$ cat config.mk
export PLATFORM = sky130hd
export DESIGN_NAME = lcd_timing
export DESIGN_NICKNAME = d
export VERILOG_FILES = /design/src/source/lcd_timing.sv
export VERILOG_INCLUDE_DIRS = /design/src /design/src/source
export SDC_FILE = /design/constraint.sdc
export NUM_CORES = 1
export LEC_CHECK = 0
export CORE_AREA = 2 2 71 73
export DETAILED_ROUTE_END_ITERATION = 10
export DIE_AREA = 0 0 73 75
export DONT_BUFFER_PORTS = 1
export GPL_TIMING_DRIVEN = 1
export SYNTH_ARGS = -nofsm -noshare
export SYNTH_HDL_FRONTEND = slang
export SYNTH_SLANG_ARGS = --single-unit
$ cat constraint.sdc
create_clock -name pclk -period 3.06 [get_ports pclk]
set_input_delay 0.612 -clock pclk [delete_from_list [all_inputs] [get_ports pclk]]
set_output_delay 0.612 -clock pclk [all_outputs]
set_load 0.005 [all_outputs]
$ cat src/source/lcd_defines.svh
`ifndef LCD_DEFINES_SVH
`define LCD_DEFINES_SVH

// panel geometry
`define LCD_WIDTH       1024
`define LCD_HEIGHT      600

`define H_FRONT_PORCH   210
`define H_PULSE         16
`define H_BACK_PORCH    182

`define V_FRONT_PORCH   45
`define V_PULSE         5
`define V_BACK_PORCH    0

// last count values, a line is H_TOTAL+1 clocks
`define H_TOTAL (`LCD_WIDTH + `H_FRONT_PORCH + `H_PULSE + `H_BACK_PORCH)
`define V_TOTAL (`LCD_HEIGHT + `V_FRONT_PORCH + `V_PULSE + `V_BACK_PORCH)

`define X_W             11          // column counter
`define Y_W             10          // line counter
`define BUS_W           32          // host data width
`define LB_AW           10          // line buffer address

// host address map
`define LB_SEL_BIT      12          // set selects the line buffer
`define UNMAPPED_WORD   32'hDEADBEEF

`endif

$ cat src/source/lcd_timing.sv
`timescale 1ns/10ps
`include "lcd_defines.svh"

module lcd_timing (
    input  logic                pclk,
    input  logic                resetn,
    output logic                hsync_act_o,
    output logic                vsync_act_o,
    output logic                de_o,
    output logic [`LB_AW-1:0]   rd_addr_o
);

    localparam logic [`X_W-1:0] H_LAST   = `X_W'(`H_TOTAL);
    localparam logic [`Y_W-1:0] V_LAST   = `Y_W'(`V_TOTAL);
    localparam logic [`X_W-1:0] X_VIS    = `X_W'(`LCD_WIDTH);
    localparam logic [`Y_W-1:0] Y_VIS    = `Y_W'(`LCD_HEIGHT);
    localparam logic [`X_W-1:0] HS_START = `X_W'(`LCD_WIDTH + `H_FRONT_PORCH);
    localparam logic [`X_W-1:0] HS_END   = HS_START + `X_W'(`H_PULSE);
    localparam logic [`Y_W-1:0] VS_START = `Y_W'(`LCD_HEIGHT + `V_FRONT_PORCH);
    localparam logic [`Y_W-1:0] VS_END   = VS_START + `Y_W'(`V_PULSE);

    logic [`X_W-1:0] cnt_x;
    logic [`Y_W-1:0] cnt_y;
    logic [`X_W-1:0] col_m1;
    logic            x_wrap;
    logic            y_wrap;
    logic            in_disp;
    logic            in_hs;
    logic            in_vs;

    assign x_wrap  = (cnt_x == H_LAST);
    assign y_wrap  = (cnt_y == V_LAST);
    assign col_m1  = cnt_x - 1'b1;          // column 1 shows entry 0

    // display area is columns 1..1024 of lines 1..600
    assign in_disp = (cnt_x != '0) && (cnt_x <= X_VIS) &&
                     (cnt_y != '0) && (cnt_y <= Y_VIS);
    assign in_hs   = (cnt_x > HS_START) && (cnt_x < HS_END);    // 15 clocks
    assign in_vs   = (cnt_y > VS_START) && (cnt_y < VS_END);    // 4 lines

    always_ff @(posedge pclk) begin
        if (!resetn) begin
            cnt_x       <= '0;
            cnt_y       <= '0;
            hsync_act_o <= 1'b0;
            vsync_act_o <= 1'b0;
            de_o        <= 1'b0;
        end else begin
            cnt_x       <= x_wrap ? '0 : cnt_x + 1'b1;
            if (x_wrap) begin
                cnt_y   <= y_wrap ? '0 : cnt_y + 1'b1;
            end
            hsync_act_o <= in_hs;
            vsync_act_o <= in_vs;
            de_o        <= in_disp;
        end
    end

    // only meaningful while de_o is high
    always_ff @(posedge pclk) begin
        rd_addr_o <= col_m1[`LB_AW-1:0];
    end

    // porch values must keep the sync pulse out of the visible columns
    a_de_not_in_hsync: assert property (
        @(posedge pclk) disable iff (!resetn) !(de_o && hsync_act_o)
    );

endmodule

==> load_flow_metrics.sql <==
INSERT INTO impl_metrics (metric_group, metric, value, unit) VALUES
('run_status', 'outcome', 'finished, final reports clean', ''),
('yosys', 'synth.yosys.warnings', '0', ''),
('worst_hold_path', 'holdPathStages', '2', ''),
('routing', 'avgViaCountPerCell', '5.13', ''),
('routing', 'dr.pass1.iters', '4', ''),
('worst_hold_path', 'whs_endpoint', 'vsync_act_o', ''),
('timing', 'max_freq', '0.411', 'GHz'),
('clocking', 'cts.sinks', '34', ''),
('clocking', 'cts_buf_count', '5', ''),
('worst_hold_path', 'worst_hold_launch', 'resetn', ''),
('placed_design', 'pre_cts_slack', '0.625', 'ns'),
('yosys', 'yosysSeqAreaShare', '42.1', '%'),
('timing', 'worst_pin_slew', '0.518', 'ns'),
('critical_path', 'critical_path_peak_fanout', '9', ''),
('critical_path', 'worstReg2RegEnd', 'cnt_y[8]', ''),
('routing', 'drt_iter0_drc', '55', ''),
('timing', 'finalMaxSlewViolations', '0', ''),
('worst_hold_path', 'min-delay-path-class', 'input pin to flop', ''),
('critical_path', 'reg2regPathDepth', '6', ''),
('yosys', 'ys_seq_elements', '34', ''),
('yosys', 'syn_nets', '190', ''),
('yosys', 'post_synth_instance_area', '0.00162', 'mm²'),
('placed_design', 'dp_cells', '222', ''),
('timing', 'final_min_period_over_clock_period', '79.6', '%'),
('floorplanning', 'placement_rows', '25', ''),
('timing', 'hold_ws', '0.452', 'ns'),
('global_route', 'globalRoute.totalOverflow', '0', ''),
('critical_path', 'timing.rr.start', 'cnt_x[0]', ''),
('placed_design', 'globalplace.congestion', '0.801', ''),
('finish', 'design_area', '0.00175', 'mm²'),
('pwr', 'irDropWorstVdd', '0.148', 'mV'),
('routing', 'vias', '1180', ''),
('floorplanning', 'initial_core_util', '34.7', '%'),
('global_route', 'grt_use_total', '11.9', '%'),
('critical_path', 'critPathKind', 'flop to flop', ''),
('global_route', 'groute.layer.met2.usage', '16.2', '%'),
('global_route', 'use_met3', '4.42', '%'),
('critical_path', 'timing.critical_path.required', '3.29', 'ns'),
('pwr', 'cellLeakagePower', '0.610', 'nW'),
('yosys', 'yosys_most_used_dff', 'sky130_fd_sc_hd__dfxtp_1', ''),
('yosys', 'syn-mean-instance-area', '8.88', 'µm²'),
('timing', 'post-route-min-period', '2.44', 'ns'),
('critical_path', 'r2r_slack', '0.62', 'ns'),
('clocking', 'cts_max_level', '2', ''),
('placed_design', 'dp_hpwl', '2020', 'µm'),
('clocking', 'cts_setup_buffers', '0', ''),
('finish', 'final-seq-area', '681', 'µm²'),
('floorplanning', 'die_boundary_width', '73', 'µm'),
('pwr', 'power-per-cell-area', '597', 'mW/mm²'),
('timing', 'rsz0062_at_grt', 'no', ''),
('global_route', 'first_global_vias', '1032', ''),
('global_route', 'initial_antenna_violation_count', '0', ''),
('floorplanning', 'coreArea', '0.00466', 'mm²'),
('floorplanning', 'fp.dieArea', '0.00548', 'mm²'),
('placed_design', 'port_buffers', '0', ''),
('timing', 'final_critical_path_setup_slack', '0.625', 'ns'),
('timing', 'final-hold-violation-count', '0', ''),
('routing', 'remaining_drc_errors', '0', ''),
('finish', 'post_layout_nonfiller_instances', '230', ''),
('placed_design', 'place_area', '0.00161', 'mm²'),
('timing', 'fin_worst_skew', '0.00538', 'ns'),
('job', 'maxCapViolations', '0', ''),
('yosys', 'syn-instance-count', '182', ''),
('timing', 'final-setup-viol-count', '0', ''),
('critical_path', 'timing.critical_path.arrival', '2.67', 'ns'),
('global_route', 'grt_start_max_net_pins', '12', ''),
('clocking', 'clock_tree_from_tritoncts', 'done', ''),
('finish', 'antennaDiodeCount', '0', ''),
('finish', 'fin_nets', '183', ''),
('floorplanning', 'chipHeight', '75', 'µm'),
('clocking', 'clock_transition_at_the_registers_of_the_reported_paths', '0.07', 'ns');
==> per-layer routing <==
metal	routed length (µm)	vias up
li1	-	610
met3	116	6
met2	1260	24
met1	1460	540
met5	0	-
met4	68	0
==> cell usage after synthesis (2+ instances only) <==
master                     instances  area [µm²]
sky130_fd_sc_hd__a31oi_1           2        12.5
sky130_fd_sc_hd__buf_2             2        10.0
sky130_fd_sc_hd__buf_6             2        22.5
sky130_fd_sc_hd__clkbuf_1          9        33.8
sky130_fd_sc_hd__dfxtp_1          34         681
sky130_fd_sc_hd__ha_1              6        75.1
sky130_fd_sc_hd__inv_1             6        22.5
sky130_fd_sc_hd__mux2i_1           2        20.0
sky130_fd_sc_hd__nand2_1          10        37.5
sky130_fd_sc_hd__nand3_1           9        45.0
sky130_fd_sc_hd__nand4_1           6        37.5
sky130_fd_sc_hd__nand4b_1          2        17.5
sky130_fd_sc_hd__nor2_1           26        97.6
sky130_fd_sc_hd__nor3_1            7        35.0
sky130_fd_sc_hd__nor3b_1           4        30.0
sky130_fd_sc_hd__nor4_1            8        50.1
sky130_fd_sc_hd__nor4b_1           2        17.5
sky130_fd_sc_hd__o21ai_0           3        15.0
sky130_fd_sc_hd__or3_1             2        12.5
sky130_fd_sc_hd__xnor2_1          14         123
sky130_fd_sc_hd__xor2_1           10        87.6
==> layout make-up <==
cell class | count | share of cell area, %
well taps | 54 | 3.86
clock buffers | 6 | 4.71
clock inverters | 2 | 3.43
inverters | 6 | 1.29
multi-input cells | 128 | 47.9
flip-flops and latches | 34 | 38.9
==> cells by family after synthesis <==
logic type / count (synthesis) / synth area share, %
AOI/OAI and AO/OA: 11 / 4.34
xor gates and xnor gates: 24 / 13.0
adders and majority gates: 6 / 4.65
buffers and inverters: 20 / 5.96
DFF: 34 / 42.1
muxes: 2 / 1.24
and+or+nand+nor: 85 / 28.7
==> worst max path at each step <==
stage / endpoint / slack, ns / cells past startpoint / start
after global placement: cnt_y[8] / 0.68 / 6 / cnt_x[0]
after global routing: cnt_y[8] / 0.50 / 6 / cnt_x[0]
after CTS: cnt_y[8] / 0.61 / 6 / cnt_x[0]
after detailed placement: cnt_y[8] / 0.62 / 6 / cnt_x[0]
after floorplan: cnt_y[8] / 0.68 / 8 / cnt_x[0]
final: cnt_y[8] / 0.62 / 6 / cnt_x[0]
==> power by group <==
group          internal [mW]  switching, mW
logic                 0.0214         0.0281
clock network          0.347          0.167
registers              0.466         0.0150
total                  0.835          0.210
==> cell usage in the layout (no fill, tap or decap) <==
cell	netlist	routed
sky130_fd_sc_hd__nand3_1	9	9
sky130_fd_sc_hd__nand2_1	10	10
sky130_fd_sc_hd__and3_1	1	1
sky130_fd_sc_hd__nor2_1	26	26
sky130_fd_sc_hd__nor4_2	1	1
sky130_fd_sc_hd__or3_1	2	2
sky130_fd_sc_hd__nor4_1	8	8
sky130_fd_sc_hd__or4_4	1	1
sky130_fd_sc_hd__or4_1	1	1
sky130_fd_sc_hd__nor2b_1	1	1
sky130_fd_sc_hd__o31ai_1	1	1
sky130_fd_sc_hd__or4b_4	1	1
sky130_fd_sc_hd__nand2b_1	1	1
sky130_fd_sc_hd__a211oi_1	1	1
sky130_fd_sc_hd__nor3_1	7	7
sky130_fd_sc_hd__mux2i_1	2	2
sky130_fd_sc_hd__clkbuf_8	0	6
sky130_fd_sc_hd__o2111ai_1	1	1
sky130_fd_sc_hd__dfxtp_1	34	34
sky130_fd_sc_hd__bufinv_16	0	2
sky130_fd_sc_hd__and4_1	1	1
sky130_fd_sc_hd__a31oi_1	2	2
sky130_fd_sc_hd__nor4bb_1	1	1
sky130_fd_sc_hd__xnor2_1	14	14
sky130_fd_sc_hd__nand4b_1	2	2
sky130_fd_sc_hd__a21oi_2	1	1
sky130_fd_sc_hd__ha_1	6	6
sky130_fd_sc_hd__nor3b_1	4	4
sky130_fd_sc_hd__nor4b_1	2	2
sky130_fd_sc_hd__xor2_1	10	10
sky130_fd_sc_hd__a21oi_1	1	1
sky130_fd_sc_hd__nand4_1	6	6
sky130_fd_sc_hd__o21ai_0	3	3
sky130_fd_sc_hd__inv_1	6	6
sky130_fd_sc_hd__o21ai_1	1	1
==> metrics by stage <==
stage          power [mW]  utilization, %
3_5_place_dp        0.542            34.5
2_1_floorplan       0.539               -
4_1_cts              1.06            37.6
5_1_grt              1.09            37.6
3_3_place_gp        0.542            34.5
6_report             1.04            37.6
==> flip-flops by register name (all words and copies together) (netlist names) <==
name	count
cnt_y	10
cnt_x	11
vsync_act_o	1
rd_addr_o	10
hsync_act_o	1
de_o	1
==> critical path: stages (launching register included) <==
cell                      delay, ns
sky130_fd_sc_hd__dfxtp_1       0.35
sky130_fd_sc_hd__inv_1         0.09
sky130_fd_sc_hd__ha_1          0.20
sky130_fd_sc_hd__or4b_4        0.54
sky130_fd_sc_hd__or3_1         0.52
sky130_fd_sc_hd__or4_4         0.55
sky130_fd_sc_hd__a21oi_2       0.13
(Power assumes the default switching activity.)
