<file path="src/source/lcd_defines.svh">
`ifndef LCD_DEFINES_SVH
`define LCD_DEFINES_SVH

// panel geometry
`define LCD_WIDTH       1024
`define LCD_HEIGHT      600

`define H_FRONT_PORCH   210
`define H_PULSE         16
`define H_BACK_PORCH    182

`define V_FRONT_PORCH   45
`define V_PULSE         5
`define V_BACK_PORCH    0

// last count values, a line is H_TOTAL+1 clocks
`define H_TOTAL (`LCD_WIDTH + `H_FRONT_PORCH + `H_PULSE + `H_BACK_PORCH)
`define V_TOTAL (`LCD_HEIGHT + `V_FRONT_PORCH + `V_PULSE + `V_BACK_PORCH)

`define X_W             11          // column counter
`define Y_W             10          // line counter
`define BUS_W           32          // host data width
`define LB_AW           10          // line buffer address

// host address map
`define LB_SEL_BIT      12          // set selects the line buffer
`define UNMAPPED_WORD   32'hDEADBEEF

`endif

</file>
<file path="src/source/lcd_pkg.sv">
package lcd_pkg;

    // field view of one RGB565 word, red in the top bits
    typedef struct packed {
        logic [4:0] r;
        logic [5:0] g;
        logic [4:0] b;
    } rgb565_s;

    // host writes raw words, the output stage reads fields
    typedef union packed {
        logic [15:0] raw;
        rgb565_s     rgb;
    } rgb565_u;

    // register word offsets, addr[4:2]
    typedef enum logic [2:0] {
        REG_CTRL  = 3'd0,           // bit 0 selects line buffer
        REG_COLOR = 3'd1            // solid fill colour
    } reg_idx_e;

endpackage

</file>
<file path="src/source/lcd_bus_if.sv">
`timescale 1ns/10ps
`include "lcd_defines.svh"

interface lcd_bus_if;

    logic               valid;      // held until ready
    logic [`BUS_W-1:0]  addr;
    logic [`BUS_W-1:0]  wdata;
    logic [3:0]         wstrb;      // zero means read
    logic [`BUS_W-1:0]  rdata;      // valid with ready
    logic               ready;      // one-cycle pulse

    modport host (
        output valid, addr, wdata, wstrb,
        input  rdata, ready
    );

    modport slave (
        input  valid, addr, wdata, wstrb,
        output rdata, ready
    );

endinterface

</file>
<file path="src/source/lcd_host_regs.sv">
`timescale 1ns/10ps
`include "lcd_defines.svh"

module lcd_host_regs (
    input  logic                pclk,
    input  logic                resetn,
    lcd_bus_if.slave            bus,
    output logic                lb_we_o,
    output logic [`LB_AW-1:0]   lb_waddr_o,
    output lcd_pkg::rgb565_u    lb_wdata_o,
    output logic                show_buffer_o,
    output lcd_pkg::rgb565_u    fill_color_o
);
    import lcd_pkg::*;

    logic [`BUS_W-1:0]  ctrl_q;
    rgb565_u            color_q;
    logic               ready_q;
    logic [`BUS_W-1:0]  rdata_q;
    logic [`BUS_W-1:0]  color_word;
    logic [`BUS_W-1:0]  color_next;
    reg_idx_e           reg_idx;
    logic               take;
    logic               is_write;
    logic               lb_sel;

    function automatic logic [`BUS_W-1:0] byte_merge(
        input logic [`BUS_W-1:0] old_v,
        input logic [`BUS_W-1:0] new_v,
        input logic [3:0]        strb
    );
        logic [`BUS_W-1:0] res;
        int                i;
        res = old_v;
        for (i = 0; i < 4; i++) begin
            if (strb[i]) res[i*8 +: 8] = new_v[i*8 +: 8];
        end
        return res;
    endfunction

    assign take       = bus.valid && !ready_q;     // first cycle of a transfer
    assign is_write   = |bus.wstrb;
    assign lb_sel     = bus.addr[`LB_SEL_BIT];
    assign reg_idx    = reg_idx_e'(bus.addr[4:2]);
    assign color_word = {16'h0000, color_q.raw};
    assign color_next = byte_merge(color_word, bus.wdata, bus.wstrb);

    always_ff @(posedge pclk) begin
        if (!resetn) begin
            ready_q <= 1'b0;
            lb_we_o <= 1'b0;
            ctrl_q  <= '0;
            color_q <= '0;
        end else begin
            ready_q <= take;
            lb_we_o <= take && is_write && lb_sel;  // any strobe writes the whole entry
            if (take && is_write && !lb_sel) begin
                case (reg_idx)
                    REG_CTRL:  ctrl_q <= byte_merge(ctrl_q, bus.wdata, bus.wstrb);
                    REG_COLOR: color_q.raw <= color_next[15:0];
                    default: ;                      // unmapped, dropped
                endcase
            end
        end
    end

    always_ff @(posedge pclk) begin
        if (take) begin
            lb_waddr_o     <= bus.addr[`LB_AW+1:2];
            lb_wdata_o.raw <= bus.wdata[15:0];
            if (lb_sel) begin
                rdata_q <= `UNMAPPED_WORD;          // buffer is write-only
            end else begin
                case (reg_idx)
                    REG_CTRL:  rdata_q <= ctrl_q;
                    REG_COLOR: rdata_q <= color_word;
                    default:   rdata_q <= `UNMAPPED_WORD;
                endcase
            end
        end
    end

    assign bus.ready     = ready_q;
    assign bus.rdata     = rdata_q;
    assign show_buffer_o = ctrl_q[0];
    assign fill_color_o  = color_q;

    a_ready_pulse: assert property (
        @(posedge pclk) disable iff (!resetn) bus.ready |=> !bus.ready
    );
    a_ready_after_valid: assert property (
        @(posedge pclk) disable iff (!resetn) bus.ready |-> $past(bus.valid)
    );

endmodule

</file>
<file path="src/flat_wrapper.sv">
// flat-port wrapper written by rule: the top's interface ports become plain ports
module lcd_host_regs_flat import lcd_pkg::*;
  (pclk, resetn, lb_we_o, lb_waddr_o, lb_wdata_o, show_buffer_o, fill_color_o, bus_valid, bus_addr, bus_wdata, bus_wstrb, bus_rdata, bus_ready);
  lcd_bus_if bus_i ();
  input  logic pclk;
  input  logic resetn;
  output logic lb_we_o;
  output logic [`LB_AW-1:0] lb_waddr_o;
  output lcd_pkg::rgb565_u lb_wdata_o;
  output logic show_buffer_o;
  output lcd_pkg::rgb565_u fill_color_o;
  input wire logic [$bits(bus_i.valid)-1:0] bus_valid;
  input wire logic [$bits(bus_i.addr)-1:0] bus_addr;
  input wire logic [$bits(bus_i.wdata)-1:0] bus_wdata;
  input wire logic [$bits(bus_i.wstrb)-1:0] bus_wstrb;
  output wire logic [$bits(bus_i.rdata)-1:0] bus_rdata;
  output wire logic [$bits(bus_i.ready)-1:0] bus_ready;
  assign bus_i.valid = bus_valid;
  assign bus_i.addr = bus_addr;
  assign bus_i.wdata = bus_wdata;
  assign bus_i.wstrb = bus_wstrb;
  assign bus_rdata = bus_i.rdata;
  assign bus_ready = bus_i.ready;
  lcd_host_regs u_core (.pclk(pclk), .resetn(resetn), .bus(bus_i), .lb_we_o(lb_we_o), .lb_waddr_o(lb_waddr_o), .lb_wdata_o(lb_wdata_o), .show_buffer_o(show_buffer_o), .fill_color_o(fill_color_o));
endmodule
</file>
<file path="config.mk">
export PLATFORM = sky130hd
export DESIGN_NAME = lcd_host_regs_flat
export DESIGN_NICKNAME = d
export VERILOG_FILES = /design/src/source/lcd_pkg.sv /design/src/source/lcd_bus_if.sv /design/src/source/lcd_host_regs.sv /design/src/flat_wrapper.sv
export VERILOG_INCLUDE_DIRS = /design/src /design/src/source
export SDC_FILE = /design/constraint.sdc
export NUM_CORES = 1
export LEC_CHECK = 0
export BUFFER_PORTS_ARGS = -buffer_cell sky130_fd_sc_hd__buf_4
export CAP_MARGIN = 20
export CORE_UTILIZATION = 55
export CTS_BUF_LIST = sky130_fd_sc_hd__clkbuf_2 sky130_fd_sc_hd__clkbuf_4 sky130_fd_sc_hd__clkbuf_8
export CTS_CLUSTER_DIAMETER = 60
export DETAILED_ROUTE_END_ITERATION = 16
export PLACE_DENSITY = 0.87
export SYNTH_ARGS = -nofsm -noshare
export SYNTH_HDL_FRONTEND = slang
export SYNTH_SLANG_ARGS = --single-unit
</file>
<file path="constraint.sdc">
create_clock -name pclk -period 10.66 [get_ports pclk]
set_clock_uncertainty 0.15 [all_clocks]
set_input_delay 1.066 -clock pclk [delete_from_list [all_inputs] [get_ports pclk]]
set_output_delay 1.066 -clock pclk [all_outputs]
set_load 0.02 [all_outputs]
</file>
==> results by group, run 1 <==
Logic synthesis
  • Synth Register Bits: 108
  • Syn_area_per_cell: 12.6 um2
  • Cells after synthesis: 330
  • Mapped Area: 4170 um2
  • Synth warn: 0
  • Syn nets: 401
  • Count of unique library cells instantiated by Yosys: 27
  • Sequential share of the synthesized area: 65.8%

Worst setup path
  • CP required: 10.81 ns
  • Top delay family on crit path: simple AND/OR/NAND/NOR gates
  • CP max-delay cell: and3_1
  • Crit-path max FO: 43
  • Crit. End Element: register
  • Max stage delay on crit path: 0.59 ns
  • Crit path kind: in2reg
  • CP dominant cell by count: buf_4
  • Startpoint types: input pin
  • Worst Path Arrival: 3.10 ns
  • Crit-path cells: buf_4 > nor2b_4 > buf_4 > and3_1 > mux2i_1
  • WP buf/inv: 2

STA
  • Max_slew headroom: 24.5%
  • Final hold violation count: 0
  • Unrepaired setup endpoints after global routing: no
  • Final period util: 27.7%
  • Max frequency: 339 MHz
  • Final-report max-slew violation count: 0
  • Slew @ Worst Pin: 1.12 ns
  • Setup TNS: 0 ns
  • Final min period: 2.95 ns
  • Setup Viol. Count Final: 0

Drt
  • DR iter-0 viols: 165
  • DRC: 0
  • Final WL: 8970 um
  • Remaining antenna violation count after routing: 0
  • Vias/cell: 5.22
  • Via Count: 2897
  • Routed WL per cell: 16.2 um
  • Drt pass-1 iters: 4

Final layout
  • Number of fillers in the final layout: 530
  • Cell area after layout: 5350 um2
  • Nets@finish: 522
  • Post-Layout Cell Count: 555
  • Commonest non-fill, non-tap cells in the layout: 127 x buf_4, 80 x nand2_1, 58 x edfxtp_1, 50 x dfxtp_1, 48 x mux2i_1
  • Area Overhead vs Synth: 28.2%
  • Storage element area: 2740 um2
  • Fraction of layout cells with a size suffix above 1: 35.7%
  • N_diodes: 0
  • Most common cell after layout, fill and taps aside: buf_4
  • Area of the multi-input gates: 1300 um2

GRT
  • First-pass GRT wire length: 13400 um
  • Vias in the first global route: 2820
  • Largest net degree at the start of global routing: 82
  • Initial antenna violation count: 0
  • Grt total ovfl: 0
  • GRT Overall Usage: 22.8%

Clock tree
  • H-tree depth: 3
  • Setup Buffers After CTS: 0
  • Max Buffers Root-to-Sink: 2
  • CTS tree: built
  • Total CTS buffers: 9
  • Clock root cell: clkbuf_8
  • Clk sinks: 108
  • # hold bufs at CTS: 0
  • Insertion delay to the later sink of the worst-skew pair: 0.36 ns
  • Post-CTS Resized: 0
  • Clock slew at reported path FFs: 0.11 ns

Placed design
  • Placed insts: 539
  • IO buf count: 126
  • Routability congestion estimate: 0.777
  • Detailed placement HPWL: 6040 um
  • Placed inst area: 5160 um2

Run status
  • Outcome: finished clean

Floorplanning
  • Core ar.: 7290 um2
  • Row cnt: 31
  • Chip Width: 89.1 um
  • Initial Util: 57.2%
  • Die area: 7930 um2
  • I/O pins: 148
  • Chip Height: 89.1 um

Pwr
  • Leakage: 0.00227 uW
  • Total power: 764 uW
  • Peak supply drop: 0.0000898 V
  • Pwr dens: 143 nW/um2

Run
  • # Max-Cap Violations: 0

Hold path
  • Type of the most critical hold path: reg2reg
## tightest hold or removal path, stage by stage, from the launching register on
cell and delay, ns:
dfxtp_1 0.33, nand2_1 0.05, mux2i_1 0.05
## registers in the layout, summed over array words and instances (netlist names)
signal,flops
u_core.lb_we_o,1
u_core.lb_waddr_o,10
u_core.bus.ready,1
u_core.fill_color_o,16
u_core.lb_wdata_o,16
u_core.ctrl_q,32
u_core.bus.rdata,32
## per-layer routing
layer | global-route usage (%) | routed length [um]
met2 | 40.2 | 4540
met4 | 10.8 | 225
met1 | 27.2 | 3650
met5 | 0 | 0
met3 | 3.88 | 551
## Yosys cell counts
| cell | number | area [um2] |
|---|---|---|
| nor3_1 | 1 | 5.00 |
| nand2_2 | 2 | 12.5 |
| and3_1 | 3 | 18.8 |
| o22ai_2 | 10 | 125 |
| and2_1 | 6 | 37.5 |
| buf_2 | 2 | 10.0 |
| nand2_1 | 80 | 300 |
| nand2_4 | 2 | 22.5 |
| buf_6 | 3 | 33.8 |
| edfxtp_1 | 58 | 1740 |
| nor3b_4 | 1 | 18.8 |
| clkbuf_1 | 12 | 45.0 |
| or3b_1 | 1 | 8.76 |
| nand2b_1 | 13 | 81.3 |
| nor4_4 | 1 | 21.3 |
| nor2b_1 | 1 | 6.26 |
| a22oi_1 | 3 | 22.5 |
| dfxtp_1 | 50 | 1000 |
| or3_1 | 1 | 6.26 |
| mux2i_1 | 48 | 480 |
| o22ai_1 | 3 | 18.8 |
| or4_1 | 1 | 7.51 |
| o21ai_0 | 11 | 55.1 |
| inv_1 | 11 | 41.3 |
| nor2_1 | 3 | 11.3 |
| and4bb_2 | 2 | 25.0 |
| nor3_2 | 1 | 10.0 |
## where the power goes
group / internal [uW] / switching, uW / leakage [uW] / total [uW]
Clock: 90.2 / 139 / 0.0000918 / 229
Sequential: 452 / 4.45 / 0.000930 / 456
Combinational: 33.3 / 44.8 / 0.00125 / 78.1
## metrics by stage
step,utilization [%],hold slack [ns],setup slack (ns)
5_1_grt,73.3,0.334,7.55
2_1_floorplan,-,0.280,5.98
4_1_cts,73.3,0.315,7.71
3_3_place_gp,70.8,0.289,7.42
6_report,73.3,0.315,7.71
3_5_place_dp,70.8,0.298,7.30
## cell families after synthesis
| kind of cell | share of synthesized area [%] |
|---|---|
| buf+inv | 3.12 |
| flops | 65.8 |
| mux | 11.5 |
| compound gates | 5.31 |
| simple gates | 14.2 |
## area by class of cell
cell class / instances / area share (%)
Clock buffer: 10 / 2.46
Clock inverter: 6 / 0.936
Inverter: 11 / 0.772
Multi-Input combinational cell: 194 / 24.4
Sequential cell: 108 / 51.3
Tap cell: 99 / 2.32
Timing Repair Buffer: 127 / 17.8
## worst paths after layout
| path | start | slack, ns | depth (start not counted) | endpoint |
|---|---|---|---|---|
| setup / recovery | bus_valid | 7.71 | 5 | u_core.ctrl_q[17] |
| hold / removal | u_core.ctrl_q[21] | 0.31 | 2 | u_core.ctrl_q[21] |
| setup reg to reg | u_core.bus.ready | 8.15 | 4 | u_core.ctrl_q[17] |
| hold reg to reg | u_core.ctrl_q[21] | 0.31 | 2 | u_core.ctrl_q[21] |
Note: power is estimated with default switching activity, not from simulation.
==> inputs of run 2 (changes only) <==
CORE_UTILIZATION = 51   (was 55)
PLACE_DENSITY = 0.82   (was 0.87)
clock period = 3 ns   (was 10.66 ns; I/O delays follow)
==> results by group, run 2 (same netlist as run 1, synthesis figures left out) <==
GRT
  • Vias in the first global route: 2917 (+3.4%)
  • GRT Overall Usage: 21.2% (-1.6 points)
  • Initial antenna violation count: 0 (unchanged)
  • Largest net degree at the start of global routing: 82 (unchanged)
  • First-pass GRT wire length: 13700 um (+2.6%)
  • Grt total ovfl: 0 (unchanged)

Clock tree
  • Clock root cell: clkbuf_8
  • CTS tree: built
  • Clk sinks: 108 (unchanged)
  • H-tree depth: 3 (unchanged)
  • Insertion delay to the later sink of the worst-skew pair: 0.36 ns (about the same)
  • Max Buffers Root-to-Sink: 2 (unchanged)
  • Clock slew at reported path FFs: 0.10 ns (about the same)
  • Setup Buffers After CTS: 0 (unchanged)
  • # hold bufs at CTS: 23 (+23)
  • Post-CTS Resized: 0 (unchanged)
  • Total CTS buffers: 9 (unchanged)

Floorplanning
  • Initial Util: 53.4% (-3.8 points)
  • Die area: 8540 um2 (+7.7%)
  • Core ar.: 7810 um2 (+7.1%)
  • I/O pins: 148 (unchanged)
  • Row cnt: 32 (+3.2%)
  • Chip Height: 92.4 um (+3.8%)
  • Chip Width: 92.4 um (+3.8%)

Run
  • # Max-Cap Violations: 0 (unchanged)

Drt
  • Drt pass-1 iters: 4 (unchanged)
  • DR iter-0 viols: 129 (-22%)
  • Routed WL per cell: 15.1 um (-6.7%)
  • Remaining antenna violation count after routing: 0 (unchanged)
  • DRC: 0 (unchanged)
  • Final WL: 8790 um (-2.0%)
  • Via Count: 2976 (+2.7%)
  • Vias/cell: 5.10 (-2.2%)

Worst setup path
  • Startpoint types: register
  • Crit-path max FO: 27 (-37%)
  • Crit path kind: reg2reg
  • CP required: 3.14 ns (-7.67 ns)
  • Crit. End Element: register
  • Worst Path Arrival: 2.03 ns (-1.07 ns)

Pwr
  • Peak supply drop: 0.000283 V (+220%)
  • Leakage: 0.00239 uW (+5.3%)
  • Pwr dens: 500 nW/um2 (+250%)

STA
  • Final period util: 63.0%
  • Unrepaired setup endpoints after global routing: no
  • Slew @ Worst Pin: 0.794 ns (-0.330 ns)
  • Final hold violation count: 0 (unchanged)
  • Setup Viol. Count Final: 0 (unchanged)
  • Final min period: 1.89 ns
  • Final-report max-slew violation count: 0 (unchanged)
  • Max_slew headroom: 47.1% (+23 points)
  • Max frequency: 529 MHz
  • Setup TNS: 0 ns (unchanged)

Final layout
  • Fraction of layout cells with a size suffix above 1: 34.3% (-1.4 points)
  • Number of fillers in the final layout: 573 (+8.1%)
  • Nets@finish: 547 (+4.8%)
  • Commonest non-fill, non-tap cells in the layout: 129 x buf_4, 80 x nand2_1, 58 x edfxtp_1, 50 x dfxtp_1, 48 x mux2i_1
  • Cell area after layout: 5610 um2 (+5.0%)
  • Area Overhead vs Synth: 34.7%
  • N_diodes: 0 (unchanged)
  • Most common cell after layout, fill and taps aside: buf_4

Placed design
  • IO buf count: 126 (unchanged)
  • Placed inst area: 5180 um2 (+0.36%)
  • Routability congestion estimate: 0.733 (-5.6%)
  • Detailed placement HPWL: 5720 um (-5.3%)

Run status
  • Outcome: finished clean

Hold path
  • Type of the most critical hold path: in2reg
-- run 2: changes by cell type in the layout (fill, tap and decap cells not counted), sizes merged --
cell / delta
buf: +2
bufinv: +1
clkbuf: +3
clkinv: -2
clkinvlp: -1
dlygate4sd3: +23
inv: -1
-- run 2: worst paths after layout --
check	startpoint	to	slack, ns	cells after the start
min reg2reg	u_core.ctrl_q[29]	u_core.ctrl_q[29]	0.31	2
max	u_core.bus.ready	u_core.ctrl_q[21]	1.11	4
max reg2reg	u_core.bus.ready	u_core.ctrl_q[21]	1.11	4
min	bus_wdata[18]	u_core.ctrl_q[18]	0.03	3
-- run 2: layer usage --
layer | vias to the layer above | GRT usage (%) | routed length, um
met2 | 111 | 36.4 | 4450
met5 | - | 0 | 0
met4 | 0 | 8.07 | 99
met3 | 9 | 4.60 | 636
met1 | 1423 | 26.1 | 3600
li1 | 1433 | - | -
-- run 2: cell type report --
class | count | area [um2] | area share, %
tap | 102 | 128 | 2.27
sequential | 108 | 2740 | 48.9
multi-input combinational | 194 | 1300 | 23.2
clock inverter | 3 | 47.5 | 0.847
timing repair buffer | 152 | 1200 | 21.4
inverter | 11 | 41.3 | 0.735
clock buffer | 13 | 154 | 2.74
-- run 2: power breakdown --
group	internal, uW	leakage, uW	total (uW)	switching (uW)
Combinational	140	0.00136	302	163
Sequential	1610	0.000930	1620	14.6
Clock	427	0.000105	885	457
Total	2170	0.00239	2810	634
-- run 2: worst max-delay path, cell delays in order (launching register included) --
cell and delay, ns:
dfxtp_1 0.37, nor2b_4 0.12, buf_4 0.32, and3_1 0.58, mux2i_1 0.27
-- run 2: through the flow --
| step | utilization, % | setup WS, ns | hold WS [ns] | total power [uW] | instances |
|---|---|---|---|---|---|
| detailed placement | 66.4 | 1.02 | 0.293 | 1930 | 544 |
| CTS | 71.9 | 1.11 | 0.0179 | 2830 | 583 |
| global route | 71.9 | 0.985 | 0.0277 | 2900 | 583 |
| floorplan | - | 0.149 | 0.249 | 1790 | 330 |
| finish | 71.9 | 1.11 | 0.0324 | 2810 | 583 |
| global placement | 66.4 | 1.07 | 0.287 | 1930 | 544 |
